## src/common/mdio_pkg.sv

```systemverilog
// Shared widths, frame constants and sequencer states for the MDIO management controller
package mdio_pkg;

	////////////////////////////////////////
	// Field widths
	////////////////////////////////////////

	// Register address inside the PHY
	typedef logic [4:0] reg_addr_t;

	// PHY address on the MDIO bus
	typedef logic [4:0] phy_addr_t;

	// One MDIO data word, also one half of a frame
	typedef logic [15:0] mdio_word_t;

	// Wishbone data word
	typedef logic [31:0] bus_word_t;

	// Shifter bit position, wide enough for the preamble count
	typedef logic [5:0] bit_pos_t;

	////////////////////////////////////////
	// Frame constants
	////////////////////////////////////////

	// Ones sent after reset before the first frame
	localparam int PREAMBLE_BITS = 64;

	// Start and opcode nibbles of a clause-22 frame
	localparam logic [3:0] OP_READ = 4'b0110;
	localparam logic [3:0] OP_WRITE = 4'b0101;

	// Frame halves
	localparam int HEADER_BITS = 16;
	localparam int DATA_BITS = 16;

	////////////////////////////////////////
	// Sequencer states
	////////////////////////////////////////

	typedef enum logic [2:0] {
		ST_RESET,
		ST_IDLE,
		ST_ADDRESS,
		ST_READ,
		ST_WRITE
	} seq_state_t;

endpackage

```

## src/common/mdio_req_if.sv

```systemverilog
// One pending register access from the Wishbone front end to the sequencer, with its completion
`timescale 1ns/100ps

interface mdio_req_if;
	import mdio_pkg::*;

	// Request side, held stable while pending is high
	logic pending;
	logic write;
	reg_addr_t reg_addr;
	mdio_word_t wdata;

	// Completion side, rdata valid with done
	logic done;
	mdio_word_t rdata;

	modport port (
		output pending,
		output write,
		output reg_addr,
		output wdata,
		input done,
		input rdata
	);

	modport seq (
		input pending,
		input write,
		input reg_addr,
		input wdata,
		output done,
		output rdata
	);

endinterface

```

## src/common/mdio_bit_if.sv

```systemverilog
// Word loads from the frame sequencer to the serial shifter, and bit timing back
`timescale 1ns/100ps

interface mdio_bit_if;
	import mdio_pkg::*;

	// Word load, taken in place of a shift
	logic load;
	mdio_word_t load_word;
	bit_pos_t next_pos;

	// Bit timing and receive data
	logic bit_tick;
	logic word_end;
	mdio_word_t rx_word;

	modport seq (
		output load,
		output load_word,
		output next_pos,
		input bit_tick,
		input word_end,
		input rx_word
	);

	modport shift (
		input load,
		input load_word,
		input next_pos,
		output bit_tick,
		output word_end,
		output rx_word
	);

endinterface

```

## src/rtl/mdio_bus_port.sv

```systemverilog
// Wishbone slave front end, holds one MDIO request and stalls the bus until it completes
`timescale 1ns/100ps

module mdio_bus_port (
	input logic i_clk,
	input logic i_reset,
	input logic i_wb_cyc,
	input logic i_wb_stb,
	input logic i_wb_we,
	input mdio_pkg::reg_addr_t i_wb_addr,
	input mdio_pkg::bus_word_t i_wb_data,
	output logic o_wb_stall,
	output logic o_wb_ack,
	output mdio_pkg::bus_word_t o_wb_data,
	mdio_req_if.port req
);
	import mdio_pkg::*;

	logic accept;
	logic idle_seen;
	logic pre_ack;
	mdio_word_t rdata_q;

	assign accept = i_wb_stb && !o_wb_stall;

	// Request latch
	always_ff @(posedge i_clk)
	begin
		if (accept)
		begin
			req.write <= i_wb_we;
			req.reg_addr <= i_wb_addr;
			req.wdata <= i_wb_data[DATA_BITS-1:0];
		end
	end

	always_ff @(posedge i_clk)
	begin
		if (req.done)
			rdata_q <= req.rdata;
	end

	assign o_wb_data = {{($bits(bus_word_t) - DATA_BITS){1'b0}}, rdata_q};

	////////////////////////////////////////
	// Handshake control
	////////////////////////////////////////

	always_ff @(posedge i_clk)
	begin
		if (i_reset)
		begin
			req.pending <= 1'b0;
			idle_seen <= 1'b0;
			o_wb_stall <= 1'b1;
			pre_ack <= 1'b0;
			o_wb_ack <= 1'b0;
		end
		else
		begin
			if (accept)
				req.pending <= 1'b1;
			else if (req.done)
				req.pending <= 1'b0;

			// First done marks the end of the preamble
			if (req.done)
				idle_seen <= 1'b1;

			// Falls the clock after ack, or after done when no ack is due
			o_wb_stall <= accept || req.pending || !idle_seen;

			// An abandoned cycle loses its ack
			if (!i_wb_cyc)
				pre_ack <= 1'b0;
			else if (accept)
				pre_ack <= 1'b1;
			else if (req.done)
				pre_ack <= 1'b0;

			o_wb_ack <= req.done && req.pending && pre_ack && i_wb_cyc;
		end
	end

endmodule

```

## src/rtl/mdio/mdio_sequencer.sv

```systemverilog
// Clause-22 frame state machine, builds header and data loads and sets the MDIO drive direction
`timescale 1ns/100ps

module mdio_sequencer #(
	parameter mdio_pkg::phy_addr_t PHY_ADDR = 5'd1
) (
	input logic i_clk,
	input logic i_reset,
	mdio_req_if.seq req,
	mdio_bit_if.seq bits,
	output logic o_mdwe
);
	import mdio_pkg::*;

	// A read header stops before the turnaround, which then runs with the data phase
	localparam bit_pos_t HDR_POS_WR = bit_pos_t'(HEADER_BITS - 1);
	localparam bit_pos_t HDR_POS_RD = bit_pos_t'(HEADER_BITS - 2);
	localparam bit_pos_t DAT_POS_WR = bit_pos_t'(DATA_BITS);
	localparam bit_pos_t DAT_POS_RD = bit_pos_t'(DATA_BITS + 1);

	seq_state_t state;
	mdio_word_t header;

	always_comb
	begin
		if (req.write)
			header = {OP_WRITE, PHY_ADDR, req.reg_addr, 2'b10};
		else
			header = {OP_READ, PHY_ADDR, req.reg_addr, 2'b11};
	end

	////////////////////////////////////////
	// Shifter loads
	////////////////////////////////////////

	always_comb
	begin
		bits.load = 1'b0;
		bits.load_word = header;
		bits.next_pos = HDR_POS_WR;
		case (state)
			ST_IDLE:
			begin
				if (bits.bit_tick && req.pending)
				begin
					bits.load = 1'b1;
					bits.next_pos = req.write ? HDR_POS_WR : HDR_POS_RD;
				end
			end
			ST_ADDRESS:
			begin
				// Read data phase shifts out ones while the PHY drives
				if (bits.word_end)
				begin
					bits.load = 1'b1;
					bits.load_word = req.write ? req.wdata : '1;
					bits.next_pos = req.write ? DAT_POS_WR : DAT_POS_RD;
				end
			end
			default:
			begin
			end
		endcase
	end

	assign req.rdata = bits.rx_word;

	////////////////////////////////////////
	// State register
	////////////////////////////////////////

	always_ff @(posedge i_clk)
	begin
		if (i_reset)
		begin
			state <= ST_RESET;
			req.done <= 1'b0;
			o_mdwe <= 1'b1;
		end
		else
		begin
			req.done <= 1'b0;
			case (state)
				ST_RESET:
				begin
					// End of preamble, reported as a done without a request
					if (bits.word_end)
					begin
						state <= ST_IDLE;
						req.done <= 1'b1;
					end
				end
				ST_IDLE:
				begin
					if (bits.bit_tick && req.pending)
						state <= ST_ADDRESS;
				end
				ST_ADDRESS:
				begin
					if (bits.word_end)
					begin
						state <= req.write ? ST_WRITE : ST_READ;
						o_mdwe <= req.write;
					end
				end
				ST_READ, ST_WRITE:
				begin
					if (bits.word_end)
					begin
						state <= ST_IDLE;
						req.done <= 1'b1;
						o_mdwe <= 1'b1;
					end
				end
				default:
					state <= ST_RESET;
			endcase
		end
	end

endmodule

```

## src/rtl/mdio/mdio_shifter.sv

```systemverilog
// MDC divider and MDIO serial shifter, with bit strobe, receive sampling and position counter
`timescale 1ns/100ps

module mdio_shifter #(
	parameter int CLK_BITS = 2
) (
	input logic i_clk,
	input logic i_reset,
	mdio_bit_if.shift bits,
	input logic i_mdio,
	output logic o_mdc,
	output logic o_mdio
);
	import mdio_pkg::*;

	// Strobe is set one count before wrap so it lines up with the MDC fall
	localparam logic [CLK_BITS-1:0] TICK_AT = CLK_BITS'((1 << CLK_BITS) - 2);

	logic [CLK_BITS-1:0] clk_count;
	logic tick;
	mdio_word_t tx_reg;
	mdio_word_t rx_reg;
	bit_pos_t bit_pos;

	////////////////////////////////////////
	// MDC and bit strobe
	////////////////////////////////////////

	always_ff @(posedge i_clk)
	begin
		if (i_reset)
		begin
			clk_count <= '0;
			tick <= 1'b0;
		end
		else
		begin
			clk_count <= clk_count + 1'b1;
			tick <= (clk_count == TICK_AT);
		end
	end

	assign o_mdc = clk_count[CLK_BITS-1];
	assign bits.bit_tick = tick;
	assign bits.word_end = tick && (bit_pos == '0);

	////////////////////////////////////////
	// Transmit side and bit position
	////////////////////////////////////////

	always_ff @(posedge i_clk)
	begin
		if (i_reset)
		begin
			// Preamble of ones
			tx_reg <= '1;
			o_mdio <= 1'b1;
			bit_pos <= bit_pos_t'(PREAMBLE_BITS - 1);
		end
		else
		begin
			if (tick)
				o_mdio <= tx_reg[DATA_BITS-1];

			if (bits.load)
			begin
				tx_reg <= bits.load_word;
				bit_pos <= bits.next_pos;
			end
			else if (tick)
			begin
				tx_reg <= {tx_reg[DATA_BITS-2:0], 1'b1};
				if (bit_pos != '0)
					bit_pos <= bit_pos - 1'b1;
			end
		end
	end

	// Sampled just before MDC falls, PHY changes after the rise
	always_ff @(posedge i_clk)
	begin
		if (tick)
			rx_reg <= {rx_reg[DATA_BITS-2:0], i_mdio};
	end

	assign bits.rx_word = rx_reg;

endmodule

```

## src/rtl/mdio_ctrl.sv

```systemverilog
// MDIO management controller top level, Wishbone slave in and MDC and MDIO out to the PHY
`timescale 1ns/100ps

module mdio_ctrl #(
	parameter int CLK_BITS = 2,
	parameter mdio_pkg::phy_addr_t PHY_ADDR = 5'd1
) (
	input logic i_clk,
	input logic i_reset,
	input logic i_wb_cyc,
	input logic i_wb_stb,
	input logic i_wb_we,
	input mdio_pkg::reg_addr_t i_wb_addr,
	input mdio_pkg::bus_word_t i_wb_data,
	output logic o_wb_stall,
	output logic o_wb_ack,
	output mdio_pkg::bus_word_t o_wb_data,
	output logic o_mdc,
	output logic o_mdio,
	output logic o_mdwe,
	input logic i_mdio
);

	mdio_req_if req_bus ();
	mdio_bit_if bit_bus ();

	mdio_bus_port u_bus_port (
		.i_clk (i_clk),
		.i_reset (i_reset),
		.i_wb_cyc (i_wb_cyc),
		.i_wb_stb (i_wb_stb),
		.i_wb_we (i_wb_we),
		.i_wb_addr (i_wb_addr),
		.i_wb_data (i_wb_data),
		.o_wb_stall (o_wb_stall),
		.o_wb_ack (o_wb_ack),
		.o_wb_data (o_wb_data),
		.req (req_bus.port)
	);

	mdio_sequencer #(
		.PHY_ADDR (PHY_ADDR)
	) u_sequencer (
		.i_clk (i_clk),
		.i_reset (i_reset),
		.req (req_bus.seq),
		.bits (bit_bus.seq),
		.o_mdwe (o_mdwe)
	);

	mdio_shifter #(
		.CLK_BITS (CLK_BITS)
	) u_shifter (
		.i_clk (i_clk),
		.i_reset (i_reset),
		.bits (bit_bus.shift),
		.i_mdio (i_mdio),
		.o_mdc (o_mdc),
		.o_mdio (o_mdio)
	);

endmodule

```

## config.mk

```make
export PLATFORM = sky130hd
export DESIGN_NAME = mdio_ctrl
export DESIGN_NICKNAME = d
export VERILOG_FILES = /design/src/common/mdio_pkg.sv /design/src/common/mdio_req_if.sv /design/src/common/mdio_bit_if.sv /design/src/rtl/mdio_bus_port.sv /design/src/rtl/mdio/mdio_sequencer.sv /design/src/rtl/mdio/mdio_shifter.sv /design/src/rtl/mdio_ctrl.sv
export SDC_FILE = /design/constraint.sdc
export NUM_CORES = 1
export LEC_CHECK = 0
export BUFFER_PORTS_ARGS = -buffer_cell sky130_fd_sc_hd__clkbuf_2
export CAP_MARGIN = 20
export CORE_UTILIZATION = 33
export CTS_CLUSTER_DIAMETER = 200
export DETAILED_ROUTE_END_ITERATION = 8
export PLACE_DENSITY = 0.67
export SLEW_MARGIN = 20
export SYNTH_ARGS = -nofsm -noshare
export SYNTH_HDL_FRONTEND = slang
export SYNTH_SLANG_ARGS = --single-unit
```

## constraint.sdc

```tcl
create_clock -name i_clk -period 1.8 [get_ports i_clk]
set_input_delay 0.09 -clock i_clk [delete_from_list [all_inputs] [get_ports i_clk]]
set_output_delay 0.09 -clock i_clk [all_outputs]
set_load 0.03 [all_outputs]
```

==> summary.md, run 1 <==
| Metric | Value |
|---|---|
| Post-synth ARST share | 0% |
| Seq/Total Area, Yosys | 65.32% |
| Pleak | between 0.0015 and 0.002 uW |
| Pins Over Slew Limit | 0 |
| Max-Cap Viols | 0 |
| CP Capture Type | flip-flop |
| Post-route ant nets | 0 |
| Remaining DRCs | 0 |
| Final Cycle Share | 94.21% |
| Worst EP arrival | approximately 1.9 ns |
| Largest net degree at the start of global routing | 23 |
| Num CTS Buffers | 9 |
| Layout area overhead | 23.76% |
| Initial core utilization | 34.43% |
| CTS tree | built |
| Routability cong. | approximately 0.80 |
| #FFs+latches synth | 90 |
| Path category of the worst min-delay check | in2reg |
| I/O pin count | 80 |
| Clock sinks | 90 |
| Antenna Cells | 0 |
| Synth top area share | around 45% |
| Post-synth EDFFs | between 50 and 60 |
| Number of global-route vias before repair | between 2000 and 2500 |
| Die ar. | approximately 0.011 sq mm |
| Mapped Avg Cell Area | 12.76 sq um |
| Post-CTS Setup Bufs | 0 |
| Core ar. | 0.01042 sq mm |
| Synthesized instance count | 281 |
| Outcome | finished, final reports clean |
| Vias | around 2400 |
| Clock latency on the worst-skew pair | 0.37 ns |
| Yosys cell types | 45 |
| Slowest stage cell, crit path | dfxtp_1 |
| I/O Buffers | 47 |
| Power per Cell Area | approximately 830 mW/mm^2 |
| Post-synthesis cell area | 0.003586 sq mm |
| Sequential share of power | 60.3% |
| DR WL/cell | between 10 and 15 um |
| Drt pass-1 iters | 4 |
| Dominant cell type by area after synthesis | edfxtp_1 |
| All-Layer GR Usage | 12.40% |
| Maximum net fanout on the critical path | 14 |
| Yosys warns | 0 |
| CP startpoint kind | flip-flop |
| Top_reg_cell synth | edfxtp_1 |
| Clock share of power | 33.9% |
| Final routed wirelength across all metal layers | ~6500 um |
| CP cell instances | nor3b_2 -> and3_1 -> buf_12 -> a221oi_1 -> o221ai_1 |
| Comb pwr share | approximately 6% |
| Die Wd | 106.2 um |
| Routed vias/inst | 4.725 |
| GRT Residual Overflow | 0 |
| Core Rows | 37 |
| FMAX | between 0.5 and 0.6 GHz |
| First-pass GRT wire length | 10850 um |
| CTS Buffer Depth | 2 |
| Period minus WS final | 1.696 ns |
| DP HPWL | 4237 um |
| Net switching power figure | approximately 880 uW |
| Sw Ratio | between 20% and 30% |
| Die H | roughly 110 um |
| Slew at the pin closest to its max-slew limit | between 0.5 and 0.6 ns |
| Worst rel slew slack | approximately 62% |
| DR iter-0 viols | 98 |
| Initial antenna violation count | 0 |
| Largest cells by area after synthesis | edfxtp_1, dfxtp_1, buf_4 |
| Htree depth | 3 |
| Final Setup Violations | 0 |
| Fillers | ~960 |
| Clock Pin Slew Worst Setup and Hold Paths | about 0.10 ns |
| Pint | roughly 2800 uW |
| Layout cells sized above 1 | between 20% and 30% |
| Worst path max stage delay | ~0.58 ns |
| Type of the worst setup path | reg2reg |
| Final Hold Fails | 0 |
| CP Data Required Time | ~2.0 ns |
| Pre-CTS setup slack | 0.1003 ns |
| Hold slack | around 0.025 ns |
| Nets@finish | between 400 and 500 |
| Root buffer cell | clkbuf_8 |
| Setup Skew | roughly 0.018 ns |
| Worst ir drop on vdd | about 0.43 mV |
| Setup ws final | approximately 0.10 ns |
[metal layers]
metal	vias to the layer above	wire length, um	GRT usage, %
met2	48	3234	20.55
li1	1167	-	-
met3	9	234	4.047
met1	1148	2888	14.47
met5	-	0	0
met4	0	110	5.853
[layout make-up]
type	instances	area (sq um)	area share, %
clock buffer	10	127.6	2.876
multi-input combinational	160	1084	24.41
sequential	90	2344	52.81
inverter	13	48.80	1.100
timing repair buffer	87	608.1	13.70
clock inverter	6	56.30	1.269
tap	136	170.2	3.834
[cells by family (layout without fill, tap and decap cells)]
family	after synthesis	count (layout)	share of synthesized area [%]
flops	90	90	65.32
simple gates	77	77	13.22
compound gates	59	59	11.79
buf+inv	46	116	7.188
fa+ha+maj	3	3	1.047
mux	3	3	0.8374
xor+xnor	2	2	0.4886
other cells	1	16	0.1046
[metrics by stage]
| stage | util, % | total power [uW] | cell area, sq um | std cells | setup TNS (ns) |
|---|---|---|---|---|---|
| CTS | 42.21 | 3735 | 4397 | 502 | 0 |
| detailed placement | 38.14 | 2451 | 3973 | 462 | 0 |
| floorplan | - | 2420 | 3643 | 296 | 0 |
| global route | 42.61 | 3867 | 4438 | 502 | -0.01313 |
| finish | 42.61 | 3699 | 4438 | 502 | 0 |
| global placement | 38.14 | 2445 | 3973 | 462 | 0 |
[Yosys cell counts (4+ instances only)]
cell type / count
nor3b_1: 6
nor3_1: 5
a211oi_1: 7
nor2_1: 20
o221ai_1: 7
nand3_1: 7
and3_1: 4
edfxtp_1: 54
o21ai_1: 5
inv_1: 12
buf_4: 19
o21ai_0: 5
buf_2: 5
nand2_1: 9
nor2b_1: 8
dfxtp_1: 36
o31ai_1: 7
a21oi_1: 12
clkbuf_1: 8
[worst paths after layout]
kind	startpoint	to	slack (ns)	cells past startpoint
worst max-delay path	u_sequencer.state[2]	u_shifter.tx_reg[2]	0.10	5
worst max register to register	u_sequencer.state[2]	u_shifter.tx_reg[2]	0.10	5
worst min register to register	u_bus_port.idle_seen	u_bus_port.o_wb_stall	0.41	1
worst min-delay path	i_wb_stb	u_bus_port.o_wb_stall	0.02	3
[timing repair]
item / 4_1_cts / 5_1_grt
endpoints found under the hold margin: 25 / 0
hold buffers: 24 / 0
setup endpoints to repair: 0 / 11
resized for setup: 0 / 9
[critical path: cells and delay by family (launching register included)]
kind,cells,cell delay (ns)
AOI/OAI and AO/OA,2,0.48
and+or+nand+nor,2,0.34
DFF,1,0.58
buffers and inverters,1,0.15
[cells in the final DEF, fill, tap and decap left out, types with 6 or more instances in the layout]
cell type	n
a21oi_1	12
buf_4	15
clkbuf_2	47
clkbuf_8	9
conb_1	16
dfxtp_1	35
dlygate4sd3_1	24
edfxtp_1	54
inv_1	12
nand2_1	9
nand3_1	6
nor2_1	20
nor2b_1	8
o221ai_1	7
o31ai_1	7
[power by group through the flow]
stage,Clock [uW],Sequential [uW],Combinational [uW]
floorplan,0,2280,139
global placement,0,2280,170
CTS,1290,2230,216
finish,1250,2230,217
global route,1390,2240,237
detailed placement,0,2280,174
(Power assumes the default switching activity.)
==> inputs of run 2 (changes only) <==
- PLACE_DENSITY: 0.67 -> 0.65
- clock period: 1.8 -> 2 ns (I/O delays scaled with it)
==> run 2 against run 1 <==
  * Highest routed layer unchanged
  * Clock-buffer cell count shrank 1
  * Final cell count decreased by 0.60%
  * Largest cell class unchanged
  * Hold slack improved by 0.026 ns
  * Sequential cell count unchanged
  * Wire length shrank 3.2%
  * Critical endpoint is now u_shifter.bit_pos[2]
==> summary.md, run 2 (synthesis results as in run 1) <==
| Metric | Value |
|---|---|
| Setup Skew | around 0.005 ns |
| All-Layer GR Usage | 12.25% |
| Worst EP arrival | 2.05 ns |
| Type of the worst setup path | reg2reg |
| DP HPWL | 4052 um |
| Pint | between 2000 and 3000 uW |
| Clock latency on the worst-skew pair | about 0.35 ns |
| Hold Crit Depth | 3 |
| Pleak | approximately 0.0017 uW |
| Clock sinks | 90 |
| CTS tree | built |
| Remaining DRCs | 0 |
| Root buffer cell | clkbuf_8 |
| Pins Over Slew Limit | 0 |
| I/O Buffers | 47 |
| CP Data Required Time | ~2.2 ns |
| Routed vias/inst | roughly 4.7 |
| CP startpoint kind | flip-flop |
| Path category of the worst min-delay check | in2reg |
| Net switching power figure | about 750 uW |
| CP Capture Type | flip-flop |
| Num CTS Buffers | 9 |
| Die Wd | 106.2 um |
| CTS Buffer Depth | 2 |
| Worst ir drop on vdd | 0.4640 mV |
| Nets@finish | about 400 |
| DR iter-0 viols | 86 |
| Period minus WS final | about 1.8 ns |
| Vias | 2326 |
| Max-Cap Viols | 0 |
| Drt pass-1 iters | 4 |
| Core ar. | ~0.010 sq mm |
| Final Hold Fails | 0 |
| Final Setup Violations | 0 |
| Most frequent cells in the layout | edfxtp_1, clkbuf_2, dfxtp_1 |
| Fin area | between 0.004 and 0.005 sq mm |
| Reg2Reg Depth | 5 |
| Routability cong. | approximately 0.8 |
| Number of global-route vias before repair | 2216 |
| Met1 Wirelength | about 3000 um |
| Die ar. | between 0.01 and 0.015 sq mm |
| Setup TNS | 0 ns |
| Initial core utilization | roughly a third |
| Clock share of power | between 30% and 40% |
| I/O pin count | 80 |
| Layout cells sized above 1 | 23.97% |
| DP Cell Count | between 400 and 500 |
| Max Used Layer | met4 |
| Final Non-Filler Cells | ~500 |
| Layout area overhead | 22.19% |
| DP Area | 0.003914 sq mm |
| Slew at the pin closest to its max-slew limit | between 0.5 and 0.6 ns |
| Die H | around 110 um |
| Final Cycle Share | 90.49% |
| Sequential share of power | between 50% and 60% |
| Largest net degree at the start of global routing | 32 |
| Power per Cell Area | around 780 mW/mm^2 |
| Initial antenna violation count | 0 |
| Fillers | approximately 950 |
| Core Rows | 37 |
| Comb pwr share | under 10% |
| DR WL/cell | ~13 um |
| Final routed wirelength across all metal layers | roughly 6300 um |
| Commonest non-fill, non-tap cell in the layout | edfxtp_1 |
| Antenna Cells | 0 |
| Worst rel slew slack | 62.96% |
| Maximum net fanout on the critical path | 31 |
| Post-route ant nets | 0 |
| Outcome | finished, final reports clean |
| First-pass GRT wire length | 10610 um |
| Met3 routed WL | around 190 um |
| DR WL met2 | between 2000 and 3000 um |
| Sw Ratio | 22.16% |
| GRT Residual Overflow | 0 |
| Htree depth | 3 |
| FMAX | ~0.55 GHz |
| Clock Pin Slew Worst Setup and Hold Paths | approximately 0.09 ns |
## run 2: cell types whose count changed in the layout (fill, tap and decap cells not counted), moves of 2 or more
cell / delta
a211oi_1: +2
a211oi_2: -2
buf_4: -2
clkinv_2: +2
clkinvlp_4: -2
## run 2: power by group through the flow
stage	Clock [uW]	Sequential, uW	Combinational [uW]
after floorplan	0	2050	125
after global placement	0	2050	149
after detailed placement	0	2050	152
after CTS	1230	2010	190
after global routing	1310	2010	209
final	1200	2010	190
## run 2: final timing paths
path                                         startpoint                     to  slack [ns]
worst min-delay path                           i_wb_stb  u_bus_port.o_wb_stall        0.05
worst min register to register     u_bus_port.idle_seen  u_bus_port.o_wb_stall        0.40
worst max register to register  u_shifter.bits.bit_tick   u_shifter.bit_pos[2]        0.19
worst max-delay path            u_shifter.bits.bit_tick   u_shifter.bit_pos[2]        0.19
## run 2: critical path, cell delays in order, from the launching register on
cell and delay [ns]:
dfxtp_1 0.45, buf_4 0.41, inv_2 0.26, a211oi_1 0.35
xnor2_1 0.16, nand2_1 0.06
## run 2: per-stage QoR
stage          util (%)  total power [uW]  hold WS, ns  worst slack (ns)
3_3_place_gp      37.57              2198       0.2772            0.1332
2_1_floorplan         -              2178       0.1897           0.08065
4_1_cts           41.73              3428      0.04473           0.04364
3_5_place_dp      37.57              2203       0.2786           0.04745
6_report          42.07              3396      0.05067            0.1902
5_1_grt           42.07              3533      0.07832        -0.0001743
## run 2: layer usage
metal,global-route usage [%],vias up
met1,15.54,1107
met4,5.060,0
li1,-,1163
met2,19.43,50
met5,0,-
met3,3.679,6
## run 2: area by class of cell
| type | instances | area [sq um] | area share (%) |
|---|---|---|---|
| clock buffer | 9 | 123.9 | 2.827 |
| clock inverter | 7 | 68.82 | 1.571 |
| inverter | 13 | 48.80 | 1.114 |
| multi-input combinational | 160 | 1055 | 24.07 |
| sequential | 90 | 2342 | 53.46 |
| tap | 136 | 170.2 | 3.883 |
| timing repair buffer | 84 | 573.1 | 13.08 |
## run 2: timing repair
item	4_1_cts	5_1_grt
setup buffers	0	3
endpoints found under the hold margin	25	0
gates resized for setup	0	2
hold buffers	24	0
endpoints found under the setup margin	0	15
